**config.mk**
```make
export PLATFORM = sky130hd
export DESIGN_NAME = input_buffer
export DESIGN_NICKNAME = d
export VERILOG_FILES = /design/src/design/lsu_map_pkg.sv /design/src/design/input_buffer.sv
export SDC_FILE = /design/constraint.sdc
export NUM_CORES = 1
export LEC_CHECK = 0
export BUFFER_PORTS_ARGS = -buffer_cell sky130_fd_sc_hd__buf_2
export CORE_MARGIN = 1
export CORE_UTILIZATION = 51
export CTS_BUF_LIST = sky130_fd_sc_hd__clkbuf_8
export DETAILED_ROUTE_END_ITERATION = 8
export GPL_TIMING_DRIVEN = 0
export HOLD_SLACK_MARGIN = 0.06
export PLACE_DENSITY = 0.83
export SLEW_MARGIN = 15
export SYNTH_ARGS = -nofsm -noshare
export SYNTH_HDL_FRONTEND = slang
export SYNTH_SLANG_ARGS = --single-unit
```
**constraint.sdc**
```tcl
create_clock -name i_clk -period 1.16 [get_ports i_clk]
set_clock_uncertainty 0.1 [all_clocks]
set_input_delay 0.058 -clock i_clk [delete_from_list [all_inputs] [get_ports i_clk]]
set_output_delay 0.058 -clock i_clk [all_outputs]
set_load 0.01 [all_outputs]
```
**src/design/lsu_map_pkg.sv**
```systemverilog
`default_nettype none

package lsu_map_pkg;

  typedef logic [31:0] addr_t;
  typedef logic [31:0] data_t;
  typedef logic [17:0] sram_addr_t; // Halfword address on the SRAM pins
  typedef logic [6:0]  hex_t;       // Raw segment pattern

  // Data memory in external SRAM, 1 KiB
  localparam addr_t DMEM_BASE = 32'h0000_2000;
  localparam addr_t DMEM_LAST = 32'h0000_23ff;

  // Output peripheral buffer
  localparam addr_t OUT_BASE = 32'h0000_7000;
  localparam addr_t OUT_LAST = 32'h0000_703f;

  // Input peripheral buffer
  localparam addr_t IN_BASE = 32'h0000_7800;
  localparam addr_t IN_LAST = 32'h0000_781f;

  typedef enum logic [1:0] {
    REG_DMEM,
    REG_OUT,
    REG_IN,
    REG_NONE
  } region_e;

  // Word indices inside the output region
  localparam int unsigned OUT_LEDR = 0;
  localparam int unsigned OUT_LEDG = 1;
  localparam int unsigned OUT_HEX0 = 2; // Digits 0..7 at indices 2..9
  localparam int unsigned OUT_LCD  = 10;

  // Word indices inside the input region
  localparam int unsigned IN_SW  = 0;
  localparam int unsigned IN_BTN = 1;

endpackage

`default_nettype wire

```
**src/design/input_buffer.sv**
```systemverilog
`default_nettype none

module input_buffer (
  input  logic               i_clk,
  input  logic               i_rst_n,
  input  lsu_map_pkg::data_t i_sw,
  input  logic [3:0]         i_btn,
  input  logic [2:0]         i_idx,
  output lsu_map_pkg::data_t o_rdata
);

  import lsu_map_pkg::*;

  data_t      sw_meta;
  data_t      sw_sync;
  logic [3:0] btn_meta;
  logic [3:0] btn_sync;

  // Two flops per pin, board inputs are asynchronous
  always_ff @(posedge i_clk or negedge i_rst_n) begin
    if (!i_rst_n) begin
      sw_meta  <= '0;
      sw_sync  <= '0;
      btn_meta <= '0;
      btn_sync <= '0;
    end else begin
      sw_meta  <= i_sw;
      sw_sync  <= sw_meta;
      btn_meta <= i_btn;
      btn_sync <= btn_meta;
    end
  end

  always_comb begin
    case (i_idx)
      3'(IN_SW):  o_rdata = sw_sync;
      3'(IN_BTN): o_rdata = {28'b0, btn_sync};
      default:    o_rdata = '0;
    endcase
  end

endmodule

`default_nettype wire

```
==> impl_results.md <==
- Outcome: finished with violations
- Failing checks: setup timing
- Utilization after layout: 84.3%
- CTS clk-pin slew, worst paths: 0.07 ns
- Diodes inserted: 0
- Initial antenna violation count: 0
- FMAX: 0.838 GHz
- R2R Setup Slk: 0.57 ns
- DR pass1 iterations: 3
- Setup crit end kind: output pin
- R2R Path Start: sw_meta[2]$_DFF_PN0_
- Initial DRC count: 34
- Yosys warnings: 0
- Synth Cell Area: 2100 µm²
- Root Buffer: clkbuf_8
- Initial Util: 55.4%
- Post-route ant nets: 0
- Die Ht: 66.2 µm
- Switching part of the total power: 19.4%
- Wire per inst: 13.4 µm
- Peak supply drop: 0.00148 V
- All-Layer GR Usage: 20.1%
- Cell taking the most area after synthesis: dfrtp_1
- # DRC: 0
- First-pass GRT wire length: 5.88 mm
- Power share of the clock group: 40.5%
- Post-DP HPWL: 2.22 mm
- Slew HR: 60.5%
- Leakage: 0.00160 µW
- Share of layout cells above drive strength 1: 43.0%
- Internal: 4080 µW
- Mean Syn Cell Area: 18.8 µm²
- Final total power: 5060 µW
- Worst Setup Path Type: register to output pin
- Startpoint types: register
- Sw Pwr: 981 µW
- Routed wire length: 3.83 mm
- Required time at the worst-slack endpoint: 1.00 ns
- Synth area leaders: dfrtp_1 86%, and2_2 4.6%, and2_1 4.5%
- Tmin final: 1.19 ns
- CTS buffer count: 9
- WP data arrival: 1.04 ns
- Part of the power in registers: 52.7%
- Final setup violating endpoints: 3
- Pre-CTS setup slack: -0.0419 ns
- Clock Latency Late Sink: 0.33 ns
- Slowest CP cell: dfrtp_1
- RSZ-0062 raised after global routing: yes
- Max-slew violations: 0
- Die span in x: 66.2 µm
- Synth unique cells: 7
- Worst-margin pin slew: 0.592 ns
- Logic gate share of total power: 6.8%
- Slack of the critical path: -0.0338 ns
- Routed via count: 1247
- Die area: 4390 µm²
- Vias per inst: 4.38
- CP top delay family: flip-flops
- Setup TNS: -0.0714 ns
- Largest net degree at the start of global routing: 73
- Syn Nets: 153
- CTS tree: built
- WP buf/inv: 1
- Yosys top cell area share: 85.7%
- CTS Buffer Depth: 2
- Tcrit/Tclk final: 103%
- I/O Buffers: 71
- Crit path cell chain: mux2i_1 > nor3_1 > buf_2
- Nets: 273
- FF-to-FF path depth: 0
- Final hold vios: 0
- Std-Cell Rows: 22
- CTS H-tree depth: 3
- Core area: 3800 µm²
- RePlAce Congestion: 0.635
- Maxcap violations: 0
- RR Endpoint: sw_sync[2]$_DFF_PN0_
- Area growth from synthesis to layout: 52.3%
- Crit-path max FO: 1
- Vias in the first global route: 1317
- Fillers: 185
- Global route overflow: 0
- Io pins: 73
- TritonCTS Sinks: 72
- Synth Register Bits: 72
- PwrDens: 1580 nW/µm²
- Hold WC Path Type: primary input to async pin
- CP peak stage delay: 0.36 ns
- Seq/Total Area, Yosys: 85.7%
- Synthesized instance count: 112
layout by cell type (no fill, tap or decap):
cell type      Yosys  final
and2_2            13      4
inv_1              0      3
nor3_1             4      4
and2_4             0      9
buf_4              0      1
buf_2              0     58
clkinv_2           0      1
bufinv_16          0      2
and2_1            15     15
nor3_4             1      1
dlygate4sd3_1      0     37
clkbuf_8           0     10
buf_6              3     16
mux2i_1            4      4
dfrtp_1           72     72
flip-flops by register name, summed over array words and instances (netlist names):
register and cells:
btn_meta 4, btn_sync 4, sw_meta 32, sw_sync 32
power by group through the flow:
stage	clock network (µW)	logic [µW]	registers [µW]
finish	2050	344	2670
global route	2200	378	2680
CTS	2070	323	2670
detailed placement	0	223	2720
global placement	0	211	2710
floorplan	0	70.4	2700
cell usage after synthesis (all sizes together):
library cell	instances
dfrtp	72
buf	3
and2	28
mux2i	4
nor3	5
timing repair:
action                     4_1_cts  5_1_grt
hold endpoints to repair       108        0
hold buffers                    37        0
pin swaps                        1        1
resized for setup                1       21
buffers inserted                 1        0
setup endpoints to repair       24       88
per-stage QoR:
| stage | cells | hold slack, ns | instance area, µm² |
|---|---|---|---|
| global placement | 231 | 0.0655 | 2520 |
| CTS | 285 | 0.250 | 3120 |
| detailed placement | 231 | 0.0673 | 2520 |
| global route | 285 | 0.253 | 3200 |
| finish | 285 | 0.208 | 3200 |
| floorplan | 112 | -0.338 | 2100 |
layer usage:
metal,track usage (%),wire [µm],vias up
met5,0,0,-
met4,11.4,83,0
met3,6.90,174,8
met2,37.2,2270,44
met1,18.7,1300,606
li1,-,-,589
layout make-up:
cell class                 count  area, µm²  share of cell area, %
sequential                    72       1800                   56.3
timing repair buffer         109        815                   25.4
multi-input combinational     37        279                   8.71
clock buffer                  10        138                   4.30
clock inverter                 6       76.3                   2.38
tap                           48       60.1                   1.88
buffer                         3       33.8                   1.05
logic make-up after synthesis:
kind of cell / share of synthesized area [%]
DFF: 85.7
and+or+nand+nor: 10.8
buffers and inverters: 1.61
muxes: 1.90
worst max-delay path by stage:
stage,slack [ns],cells after the start,end,start
after floorplan,0.22,4,o_rdata[10],i_idx[0]
after global placement,-0.25,1,sw_sync[18]$_DFF_PN0_,i_rst_n
after detailed placement,-0.04,5,o_rdata[14],i_idx[1]
after CTS,-0.07,3,o_rdata[1],btn_sync[1]$_DFF_PN0_
after global routing,-0.13,3,o_rdata[1],btn_sync[1]$_DFF_PN0_
final,-0.03,3,o_rdata[1],btn_sync[1]$_DFF_PN0_
Note: power is estimated with default switching activity, not from simulation.
