## src/design/lsu_map_pkg.sv

```systemverilog
`default_nettype none

package lsu_map_pkg;

  typedef logic [31:0] addr_t;
  typedef logic [31:0] data_t;
  typedef logic [17:0] sram_addr_t; // Halfword address on the SRAM pins
  typedef logic [6:0]  hex_t;       // Raw segment pattern

  // Data memory in external SRAM, 1 KiB
  localparam addr_t DMEM_BASE = 32'h0000_2000;
  localparam addr_t DMEM_LAST = 32'h0000_23ff;

  // Output peripheral buffer
  localparam addr_t OUT_BASE = 32'h0000_7000;
  localparam addr_t OUT_LAST = 32'h0000_703f;

  // Input peripheral buffer
  localparam addr_t IN_BASE = 32'h0000_7800;
  localparam addr_t IN_LAST = 32'h0000_781f;

  typedef enum logic [1:0] {
    REG_DMEM,
    REG_OUT,
    REG_IN,
    REG_NONE
  } region_e;

  // Word indices inside the output region
  localparam int unsigned OUT_LEDR = 0;
  localparam int unsigned OUT_LEDG = 1;
  localparam int unsigned OUT_HEX0 = 2; // Digits 0..7 at indices 2..9
  localparam int unsigned OUT_LCD  = 10;

  // Word indices inside the input region
  localparam int unsigned IN_SW  = 0;
  localparam int unsigned IN_BTN = 1;

endpackage

`default_nettype wire

```

## src/design/lsu_access_pkg.sv

```systemverilog
`default_nettype none

package lsu_access_pkg;

  import lsu_map_pkg::*;

  // Bits [1:0] give the size, bit 2 marks a zero-extended load
  typedef enum logic [2:0] {
    LB  = 3'd0,
    LH  = 3'd1,
    LW  = 3'd2,
    LBU = 3'd4,
    LHU = 3'd5
  } lsu_op_e;

  typedef logic [3:0] byte_en_t;

  // One memory request from the core
  typedef struct packed {
    addr_t   addr;
    logic    write;
    lsu_op_e op;
    data_t   st_data;  // Unshifted, low bytes hold the value
  } lsu_req_t;

  // One response per accepted request
  typedef struct packed {
    data_t ld_data;  // Zero for stores and errors
    logic  err;
  } lsu_rsp_t;

endpackage

`default_nettype wire

```

## src/design/lsu_align.sv

```systemverilog
`default_nettype none

module lsu_align (
  input  logic [1:0]               i_addr_lo,
  input  lsu_access_pkg::lsu_op_e  i_op,
  input  lsu_map_pkg::data_t       i_st_data,
  input  lsu_map_pkg::data_t       i_raw_data,
  output lsu_access_pkg::byte_en_t o_byte_en,
  output lsu_map_pkg::data_t       o_lane_data,
  output logic                     o_misaligned,
  output lsu_map_pkg::data_t       o_ld_data
);

  import lsu_map_pkg::*;
  import lsu_access_pkg::*;

  data_t shifted;

  // Lane enables and alignment from the access size
  always_comb begin
    case (i_op[1:0])
      2'd0: begin
        o_byte_en    = 4'b0001 << i_addr_lo;
        o_misaligned = 1'b0;
      end
      2'd1: begin
        o_byte_en    = 4'b0011 << i_addr_lo;
        o_misaligned = i_addr_lo[0];
      end
      default: begin
        o_byte_en    = 4'b1111;
        o_misaligned = |i_addr_lo;
      end
    endcase
  end

  // Store bytes move up to their lane
  assign o_lane_data = i_st_data << {i_addr_lo, 3'b000};

  // Load side, addressed bytes moved down to bit 0
  assign shifted = i_raw_data >> {i_addr_lo, 3'b000};

  always_comb begin
    case (i_op)
      LB:      o_ld_data = {{24{shifted[7]}}, shifted[7:0]};
      LH:      o_ld_data = {{16{shifted[15]}}, shifted[15:0]};
      LW:      o_ld_data = shifted;
      LBU:     o_ld_data = {24'b0, shifted[7:0]};
      LHU:     o_ld_data = {16'b0, shifted[15:0]};
      default: o_ld_data = '0;
    endcase
  end

endmodule

`default_nettype wire

```

## config.mk

```make
export PLATFORM = sky130hd
export DESIGN_NAME = lsu_align
export DESIGN_NICKNAME = d
export VERILOG_FILES = /design/src/design/lsu_map_pkg.sv /design/src/design/lsu_access_pkg.sv /design/src/design/lsu_align.sv
export SDC_FILE = /design/constraint.sdc
export NUM_CORES = 1
export LEC_CHECK = 0
export BUFFER_PORTS_ARGS = -buffer_cell sky130_fd_sc_hd__buf_4
export CORE_MARGIN = 4
export CORE_UTILIZATION = 30
export DETAILED_ROUTE_END_ITERATION = 8
export PLACE_DENSITY = 0.66
export SYNTH_ARGS = -nofsm -noshare
export SYNTH_HDL_FRONTEND = slang
export SYNTH_SLANG_ARGS = --single-unit
```

## constraint.sdc

```tcl
create_clock -name vclk -period 2.7
set_input_delay 0.135 -clock vclk [all_inputs]
set_output_delay 0.135 -clock vclk [all_outputs]
set_load 0.005 [all_outputs]
```

==> flow_summary.json <==
{
  "via_per_inst": 5.04,
  "wl_per_cell_um": 14.7,
  "io_buffers": 138,
  "antenna_left": 0,
  "fin_ws_ps": 745,
  "synth_top_area_share": 0.245,
  "tns_ps": 0,
  "crit_buf_inv": 3,
  "fp.dieArea_mm2": 0.00563,
  "slew_headroom": 0.606,
  "ctsResizeCount": 0,
  "p_leak_nw": 1.23,
  "hpwl_um": 4570,
  "cts_hold_buf": 0,
  "avgSynthCellArea_um2": 6.42,
  "drtIter0Drc": 47,
  "worstHoldPathType": "in -> out",
  "ys_seq_area_frac": 0,
  "ios": 138,
  "crit_path_start_kind": "primary input",
  "crit_fanout": 66,
  "first_global_vias": 1655,
  "via_count": 1924,
  "start_util": 0.309,
  "synth_cell_type_count": 27,
  "synthDominantAreaCellType": "mux2i_1",
  "nFlopsAndLatches": 0,
  "finalCriticalPeriod_ps": 1950,
  "antenna_found_initial": 0,
  "gp_congestion": 0.850,
  "tightestPinTransition_ps": 590,
  "hold_viol": 0,
  "rows": 24,
  "antenna_cells": 0,
  "ys_top_cells_by_count": "33 x mux2i_1, 29 x nand2_1, 23 x a211oi_1, 23 x o21ai_0, 21 x nor2_1",
  "syn_area_mm2": 0.00135,
  "max-vdd-ir-drop_mv": 0.144,
  "yosysWarnings": 0,
  "postCtsSetupBuffers": 0,
  "clkbuf_count": 0,
  "fin_area_mm2": 0.00234,
  "area_growth_syn_to_layout_pct": 73.7,
  "nNetsFinal": 401,
  "gr-total-overflow": 0,
  "holdWs_ps": 564,
  "drv_cap": 0,
  "drive_gt1_frac": 0.452,
  "utilization": 0.538,
  "grt_use_met2": 0.310,
  "power_density_mw_per_mm2": 174,
  "netlist_instances": 210,
  "grt_pass1_wl_um": 8120,
  "end_kind": "output port",
  "crit_slowest_cell": "a2bb2oi_4",
  "grt_max_degree": 67,
  "die_w_um": 75.0,
  "synth_area_leaders": "mux2i_1 25%, a211oi_1 13%, o21ai_0 8.5%, nand2_1 8.1%, nor2b_1 7.4%",
  "ff_latch_area_um2": 0,
  "first_pass_iters": 4,
  "drt-total-wl_um": 5620,
  "yosysMostFrequentCell": "mux2i_1",
  "crit_top_cell": "buf_4",
  "max_freq_ghz": 0.512,
  "top_usage_layer": "met2",
  "syn_nets": 279,
  "setup_viol": 0,
  "rsz0062_at_grt": "false",
  "cp_cell_sequence": "buf_4 > nor2b_2 > buf_4 > a2bb2oi_2 > a2bb2oi_4 > o21ai_0 > buf_4",
  "drc_errors": 0,
  "pre_cts_ws_ps": 722,
  "crit_type": "in -> out",
  "cpLargestDelayFamily": "compound AO/OA/AOI/OAI gates",
  "coreArea_mm2": 0.00435,
  "placed_cell_area_mm2": 0.00234,
  "arrival_ps": 1820,
  "slowest_delay_ps": 380,
  "use_met3": 0.0227,
  "final.period_utilization": 0.724,
  "grt_use_total": 0.178,
  "status": "complete, no violations",
  "die_y_um": 75.0,
  "cp.required_ps": 2570,
  "use_met1": 0.243,
  "slew_violations": 0
}
[final cells by class]
cell class / count / area, um^2
Tap cell: 52 / 65.1
Multi-Input combinational cell: 189 / 1220
Timing Repair Buffer: 141 / 1060
Fill cell: 445 / 2010
[report_power, final]
| part | switching, mW | internal (mW) | total (mW) |
|---|---|---|---|
| Combinational | 0.178 | 0.229 | 0.407 |
| Sequential | 0 | 0 | 0 |
| Clock | 0 | 0 | 0 |
| Total | 0.178 | 0.229 | 0.407 |
[stage by stage]
stage | cells | power [mW]
after CTS | 382 | 0.410
after global routing | 382 | 0.446
after global placement | 382 | 0.407
after floorplan | 210 | 0.185
after detailed placement | 382 | 0.408
final | 382 | 0.407
[per-layer routing]
metal	up-vias	wire, um	part of all wire
met4	0	38	0.0068
li1	987	-	-
met1	857	2290	0.41
met2	76	2790	0.50
met3	4	499	0.089
met5	-	0	0
[worst min-delay path, stage by stage]
cell and delay (ps):
buf_4 90, nand2_1 40, nand2_1 60, buf_4 100
[kinds of logic (layout without fill, tap and decap cells)]
group                  Yosys count  in the layout  share of synthesized area
buffers and inverters           21            141                     0.0966
multiplexers                    34             34                      0.256
AND/OR/NAND/NOR                 86             86                      0.309
AO/OA/AOI/OAI                   69             69                      0.338
[final timing paths]
check | start | endpoint | slack [ps] | cells after the start
worst min-delay path | i_raw_data[28] | o_ld_data[28] | 560 | 4
worst max-delay path | i_addr_lo[1] | o_ld_data[21] | 750 | 7
[layout by cell type, fill, tap and decap left out, drive strengths merged]
cell type | netlist | layout
buf | 16 | 141
mux2i | 33 | 33
nand2 | 29 | 29
o21ai | 25 | 25
a211oi | 23 | 23
nor2 | 21 | 21
nor2b | 17 | 17
a21oi | 15 | 15
and2 | 13 | 13
nand2b | 2 | 2
or2 | 2 | 2
a2bb2oi | 2 | 2
mux2 | 1 | 1
o2bb2ai | 1 | 1
o22ai | 1 | 1
nand3b | 1 | 1
o21bai | 1 | 1
a22o | 1 | 1
and3 | 1 | 1
Note: power is estimated with default switching activity, not from simulation.
