==> src/design/lsu_map_pkg.sv <==
`default_nettype none

package lsu_map_pkg;

  typedef logic [31:0] addr_t;
  typedef logic [31:0] data_t;
  typedef logic [17:0] sram_addr_t; // Halfword address on the SRAM pins
  typedef logic [6:0]  hex_t;       // Raw segment pattern

  // Data memory in external SRAM, 1 KiB
  localparam addr_t DMEM_BASE = 32'h0000_2000;
  localparam addr_t DMEM_LAST = 32'h0000_23ff;

  // Output peripheral buffer
  localparam addr_t OUT_BASE = 32'h0000_7000;
  localparam addr_t OUT_LAST = 32'h0000_703f;

  // Input peripheral buffer
  localparam addr_t IN_BASE = 32'h0000_7800;
  localparam addr_t IN_LAST = 32'h0000_781f;

  typedef enum logic [1:0] {
    REG_DMEM,
    REG_OUT,
    REG_IN,
    REG_NONE
  } region_e;

  // Word indices inside the output region
  localparam int unsigned OUT_LEDR = 0;
  localparam int unsigned OUT_LEDG = 1;
  localparam int unsigned OUT_HEX0 = 2; // Digits 0..7 at indices 2..9
  localparam int unsigned OUT_LCD  = 10;

  // Word indices inside the input region
  localparam int unsigned IN_SW  = 0;
  localparam int unsigned IN_BTN = 1;

endpackage

`default_nettype wire

==> src/design/lsu_access_pkg.sv <==
`default_nettype none

package lsu_access_pkg;

  import lsu_map_pkg::*;

  // Bits [1:0] give the size, bit 2 marks a zero-extended load
  typedef enum logic [2:0] {
    LB  = 3'd0,
    LH  = 3'd1,
    LW  = 3'd2,
    LBU = 3'd4,
    LHU = 3'd5
  } lsu_op_e;

  typedef logic [3:0] byte_en_t;

  // One memory request from the core
  typedef struct packed {
    addr_t   addr;
    logic    write;
    lsu_op_e op;
    data_t   st_data;  // Unshifted, low bytes hold the value
  } lsu_req_t;

  // One response per accepted request
  typedef struct packed {
    data_t ld_data;  // Zero for stores and errors
    logic  err;
  } lsu_rsp_t;

endpackage

`default_nettype wire

==> src/design/output_buffer.sv <==
`default_nettype none

module output_buffer (
  input  logic                         i_clk,
  input  logic                         i_rst_n,
  input  logic                         i_wr_en,
  input  logic [3:0]                   i_idx,
  input  lsu_access_pkg::byte_en_t     i_byte_en,
  input  lsu_map_pkg::data_t           i_wdata,   // Already in lane position
  output lsu_map_pkg::data_t           o_rdata,
  output lsu_map_pkg::data_t           o_ledr,
  output lsu_map_pkg::data_t           o_ledg,
  output lsu_map_pkg::hex_t [7:0]      o_hex,
  output lsu_map_pkg::data_t           o_lcd
);

  import lsu_map_pkg::*;
  import lsu_access_pkg::*;

  function automatic data_t merge_bytes(data_t old_v, data_t new_v, byte_en_t be);
    data_t res;
    res = old_v;
    for (int b = 0; b < 4; b++) begin
      if (be[b]) begin
        res[8*b +: 8] = new_v[8*b +: 8];
      end
    end
    return res;
  endfunction

  always_ff @(posedge i_clk or negedge i_rst_n) begin
    if (!i_rst_n) begin
      o_ledr <= '0;
      o_ledg <= '0;
      o_hex  <= '0;
      o_lcd  <= '0;
    end else if (i_wr_en) begin
      if (i_idx == 4'(OUT_LEDR)) begin
        o_ledr <= merge_bytes(o_ledr, i_wdata, i_byte_en);
      end
      if (i_idx == 4'(OUT_LEDG)) begin
        o_ledg <= merge_bytes(o_ledg, i_wdata, i_byte_en);
      end
      if (i_idx == 4'(OUT_LCD)) begin
        o_lcd <= merge_bytes(o_lcd, i_wdata, i_byte_en);
      end
      for (int d = 0; d < 8; d++) begin
        if (i_idx == 4'(OUT_HEX0 + d) && i_byte_en[0]) begin
          o_hex[d] <= i_wdata[6:0];  // Only lane 0 holds segment bits
        end
      end
    end
  end

  always_comb begin
    o_rdata = '0;  // Unused indices read zero
    if (i_idx == 4'(OUT_LEDR)) begin
      o_rdata = o_ledr;
    end
    if (i_idx == 4'(OUT_LEDG)) begin
      o_rdata = o_ledg;
    end
    if (i_idx == 4'(OUT_LCD)) begin
      o_rdata = o_lcd;
    end
    for (int d = 0; d < 8; d++) begin
      if (i_idx == 4'(OUT_HEX0 + d)) begin
        o_rdata = {25'b0, o_hex[d]};
      end
    end
  end

endmodule

`default_nettype wire

==> config.mk <==
export PLATFORM = sky130hd
export DESIGN_NAME = output_buffer
export DESIGN_NICKNAME = d
export VERILOG_FILES = /design/src/design/lsu_map_pkg.sv /design/src/design/lsu_access_pkg.sv /design/src/design/output_buffer.sv
export SDC_FILE = /design/constraint.sdc
export NUM_CORES = 1
export LEC_CHECK = 0
export ABC_AREA = 1
export BUFFER_PORTS_ARGS = -buffer_cell sky130_fd_sc_hd__buf_2
export CORE_MARGIN = 2
export CORE_UTILIZATION = 46
export DETAILED_ROUTE_END_ITERATION = 8
export GPL_TIMING_DRIVEN = 1
export PLACE_DENSITY = 0.87
export SYNTH_ARGS = -nofsm -noshare
export SYNTH_HDL_FRONTEND = slang
export SYNTH_SLANG_ARGS = --single-unit
==> constraint.sdc <==
create_clock -name i_clk -period 1.3 [get_ports i_clk]
set_input_delay 0.195 -clock i_clk [delete_from_list [all_inputs] [get_ports i_clk]]
set_output_delay 0.195 -clock i_clk [all_outputs]
set_load 0.1 [all_outputs]
==> results_dict.tcl, run 1 <==
set metrics [dict create \
    status "stopped before the end" \
    grt_overflow 668 \
    ys_seq_elements 152 \
    grt.total_usage_pct 91.4 \
    io_buffers 226 \
    synthCells 813 \
    cts_sinks 152 \
    dieWidth_um 125 \
    yosysTopAreaCell "dfrtp_1" \
    yosysSeqAreaShare_pct 56.3 \
    max-clock-path-buffers 2 \
    synth_top_family_by_area "simple AND/OR/NAND/NOR gates" \
    cts-htree-levels 4 \
    synth_area_um2 6750 \
    ys_async_sr_fraction_pct 100 \
    synthMuxAreaShare_pct 0 \
    yosysMostFrequentCell "nand2_1" \
    error "[ERROR GRT-0232] Routing congestion too high. Check the congestion heatmap in the GUI." \
    cts-root-buf "clkbuf_16" \
    numCtsBuffers 17 \
    avgSynthCellArea_um2 8.31 \
    rows 44 \
    initial_core_util_pct 46.8 \
    ys.flop_type "dfrtp_1" \
    yosysTopAreaCellShare_pct 56.3 \
    hpwlAfterDp_um 20300 \
    grt_max_degree 40 \
    synth_fa_ha_area_share_pct 0 \
    io_pins 227 \
    ys_warn_count 0 \
    routabilityCongestion 1.01 \
    synth_xor_area_share_pct 0 \
    synth-compound-area-share_pct 11.4 \
    synth_edf_count 0 \
    syn-num-nets 856 \
    worst_endpoint "o_rdata[0]" \
    worst_endpoint_kind "top-level output" \
    yosys-top-cells-area "dfrtp_1, nand2_1, o21ai_0" \
    yosys.area_share.simple_pct 25.9 \
    synthTopCellsByCount "nand2_1, dfrtp_1, o21ai_0" \
    stop_stage "global routing" \
    die_h_um 125 \
    ys_types 19 \
]
-- per-layer routing --
metal  GRT overflow  GRT usage, %
met5              0          17.6
met4            189           102
met3              2          74.6
met2            474           113
met1              3          86.1
-- repair_timing --
action | CTS
hold endpoints to repair | 32
buffers inserted | 40
setup endpoints to repair | 136
cloned | 8
hold buffers | 1
resized for setup | 252
pin swaps | 28
-- through the flow --
stage	hold WS (ns)	cell area [um2]	setup slack, ns	cells	utilization, %
2_1_floorplan	-0.101	7560	-0.806	813	-
3_3_place_gp	0.137	11800	-0.429	1286	81.6
3_5_place_dp	0.144	11800	-0.538	1286	81.6
4_1_cts	0.0555	13600	-0.800	1349	94.3
-- logic make-up after synthesis --
family,count (synthesis)
DFF,152
buffers and inverters,95
AOI/OAI and AO/OA,154
and+or+nand+nor,412
==> run 2, diff against run 1 <==
Settings changed: CORE_UTILIZATION 46 to 40, PLACE_DENSITY 0.87 to default, PLACE_DENSITY_LB_ADDON from default to 0.15.
Clock period 1.3 ns to 1.7 ns, I/O delays scaled along.
==> run 2 against run 1 <==
The flow now finishes, with violations (negative setup slack). Synthesized cell count is the same. Synthesized area is the same.
==> results_dict.tcl, run 2 <==
set metrics [dict create \
    status "complete, but fails checks" \
    violations "negative setup slack" \
    cts_sinks 152 \
    top_register "o_hex" \
    comb_power_share_pct 45.9 \
    largest_reg_flops 56 \
    rr_endpoint "o_ledr[2]" \
    synthCells 813 \
    p_clk_share_pct 23.9 \
    ys_seq_elements 152 \
    vdd_drop_max_mv 1.31 \
    endpoint_kind "primary output" \
    fin_crit_ns 2.06 \
    layout_commonest_cell "nand2_1" \
    antenna_found_initial 0 \
    yosysTopAreaCell "dfrtp_1" \
    ys_warn_count 0 \
    finalCritPeriodShare_pct 121 \
    synth_edf_count 0 \
    r2r_cells 4 \
    max_freq_mhz 485 \
    crit_required_ns 1.44 \
    clk_transition_reported_paths_ns 0.06 \
    syn2layout_area_growth_pct 58.5 \
    power_mw 16.8 \
    first_iter_violations 379 \
    synth_area_um2 6750 \
    hpwlAfterDp_um 15400 \
    routed_wl_um 22600 \
    slew_headroom_pct 57.0 \
    antenna_cells 0 \
    grt_overflow 0 \
    wl_per_cell_um 17.1 \
    final_cell_mix "nand2_1, buf_2, o21ai_0" \
    clock_latency_ns 0.42 \
    r2r_slack_ns 0.71 \
    critPathCapture "o_rdata[1]" \
    avgSynthCellArea_um2 8.31 \
    finish.utilization_pct 64.8 \
    timing.rr.start "o_ledr[2]" \
    cp_data_arrival_time_ns 1.81 \
    yosysTopAreaCellShare_pct 56.3 \
    p_per_area_nw_per_um2 1570 \
    p_seq_share_pct 30.2 \
    dieArea_um2 17900 \
    coreArea_um2 16500 \
    grt.total_usage_pct 25.7 \
    grt_pass1_vias 6297 \
    p_sw_mw 8.68 \
    dieWidth_um 134 \
    leakage_nw 5.66 \
    ant_nets 0 \
    finalMaxSlewViolations 0 \
    crit_path_start "o_ledr[1]" \
    drt-pass1-iter-count 6 \
    place_area_um2 9320 \
    critPathMaxFanout 3 \
    io_pins 227 \
    crit_type "reg -> out" \
    hp-class "in -> reg" \
    drv_cap 0 \
    yosysMostFrequentCell "nand2_1" \
    drc 0 \
    viasPerCell 5.00 \
    yosysSeqAreaShare_pct 56.3 \
    rows 47 \
    final_area_um2 10700 \
    yosys-top-cells-area "dfrtp_1, nand2_1, o21ai_0" \
    routabilityCongestion 0.884 \
    numCtsBuffers 17 \
    worst_pin_slew_ns 0.643 \
    vias 6615 \
    ys_async_sr_fraction_pct 100 \
    cts_tree "yes" \
    rsz0062_at_grt "yes" \
    initial_core_util_pct 40.9 \
    max-clock-path-buffers 2 \
    nets 1132 \
    synthTopCellsByCount "nand2_1, dfrtp_1, o21ai_0" \
    grt_max_degree 54 \
    setup_viol 14 \
    pre_cts_slack_ns -0.246 \
    internal_power_mw 8.14 \
    fin_skew_ns 0 \
    p_sw_share_pct 51.6 \
    cts-root-buf "clkbuf_16" \
    fill_cells 1357 \
    hold_violations 0 \
    ys_types 19 \
    syn-num-nets 856 \
    grt_pass1_wl_um 35400 \
    io_buffers 226 \
    die_h_um 134 \
    drive_gt1_share_pct 46.6 \
    ys.flop_type "dfrtp_1" \
    worst_slack_ns -0.360 \
    worst_setup_path_start_kind "flip-flop" \
    cts-htree-levels 4 \
]
==> run 2: cell counts after synthesis <==
Identical to the previous run, type by type.
==> run 2: metal layers <==
metal,vias to the layer above,track usage [%],wire [um]
met3,42,6.12,1280
li1,3176,-,-
met1,3163,34.5,9950
met2,234,40.9,10800
met4,0,9.46,582
met5,-,0,0
==> run 2: final cells by class <==
| type | count | area [um2] | share of cell area, % |
|---|---|---|---|
| Clock inverter | 12 | 173 | 1.61 |
| Tap cell | 220 | 275 | 2.57 |
| Multi-Input combinational cell | 566 | 3200 | 29.9 |
| Clock buffer | 20 | 457 | 4.27 |
| Timing Repair Buffer | 295 | 2440 | 22.8 |
| Inverter | 57 | 224 | 2.09 |
| Sequential cell | 152 | 3930 | 36.7 |
==> run 2: how the worst min path moves through the flow <==
stage | start | depth (start not counted) | endpoint | slack [ns]
after floorplan | i_rst_n | 0 | o_hex[0] | -0.04
after global placement | i_rst_n | 1 | o_ledr[14] | 0.09
after detailed placement | i_rst_n | 1 | o_ledg[13] | 0.09
after CTS | i_wdata[28] | 3 | o_ledr[28] | 0.11
after global routing | i_wdata[27] | 3 | o_ledg[27] | 0.12
final | i_wdata[28] | 3 | o_ledr[28] | 0.12
==> run 2: stage by stage <==
step	hold slack (ns)	cells	TNS, ns
finish	0.118	1322	-2.27
global route	0.116	1322	-3.67
CTS	0.105	1323	-2.72
detailed placement	0.0891	1258	-6.09
global placement	0.0870	1258	-5.27
floorplan	-0.0406	813	-2.68
==> run 2: kinds of logic after synthesis <==
family	count (synthesis)	share of synthesized area [%]
buffers and inverters	95	6.30
AOI/OAI and AO/OA	154	11.4
and+or+nand+nor	412	25.9
DFF	152	56.3
==> run 2: critical path, stage by stage (launching register included) <==
cell and delay (ns):
dfrtp_4 0.50, nand3_2 0.08, nand3_2 0.09, nor2_2 0.10
nand4_1 0.11, nor2_1 0.11, nand4_1 0.17, buf_12 0.22
==> run 2: power by group through the flow <==
stage	registers (mW)	clock network, mW	logic [mW]
floorplan	9.86	0	1.16
global placement	5.07	0	7.50
detailed placement	5.07	0	7.55
CTS	5.03	4.06	7.73
global route	5.16	4.24	7.98
finish	5.08	4.02	7.71
==> run 2: repair_timing <==
action	in CTS	in global routing
gates cloned	7	0
endpoints found under the setup margin	32	32
pin swaps	19	27
hold endpoints to repair	152	0
resized for setup	86	36
buffers inserted	25	4
hold buffers	1	0
(Power assumes the default switching activity.)
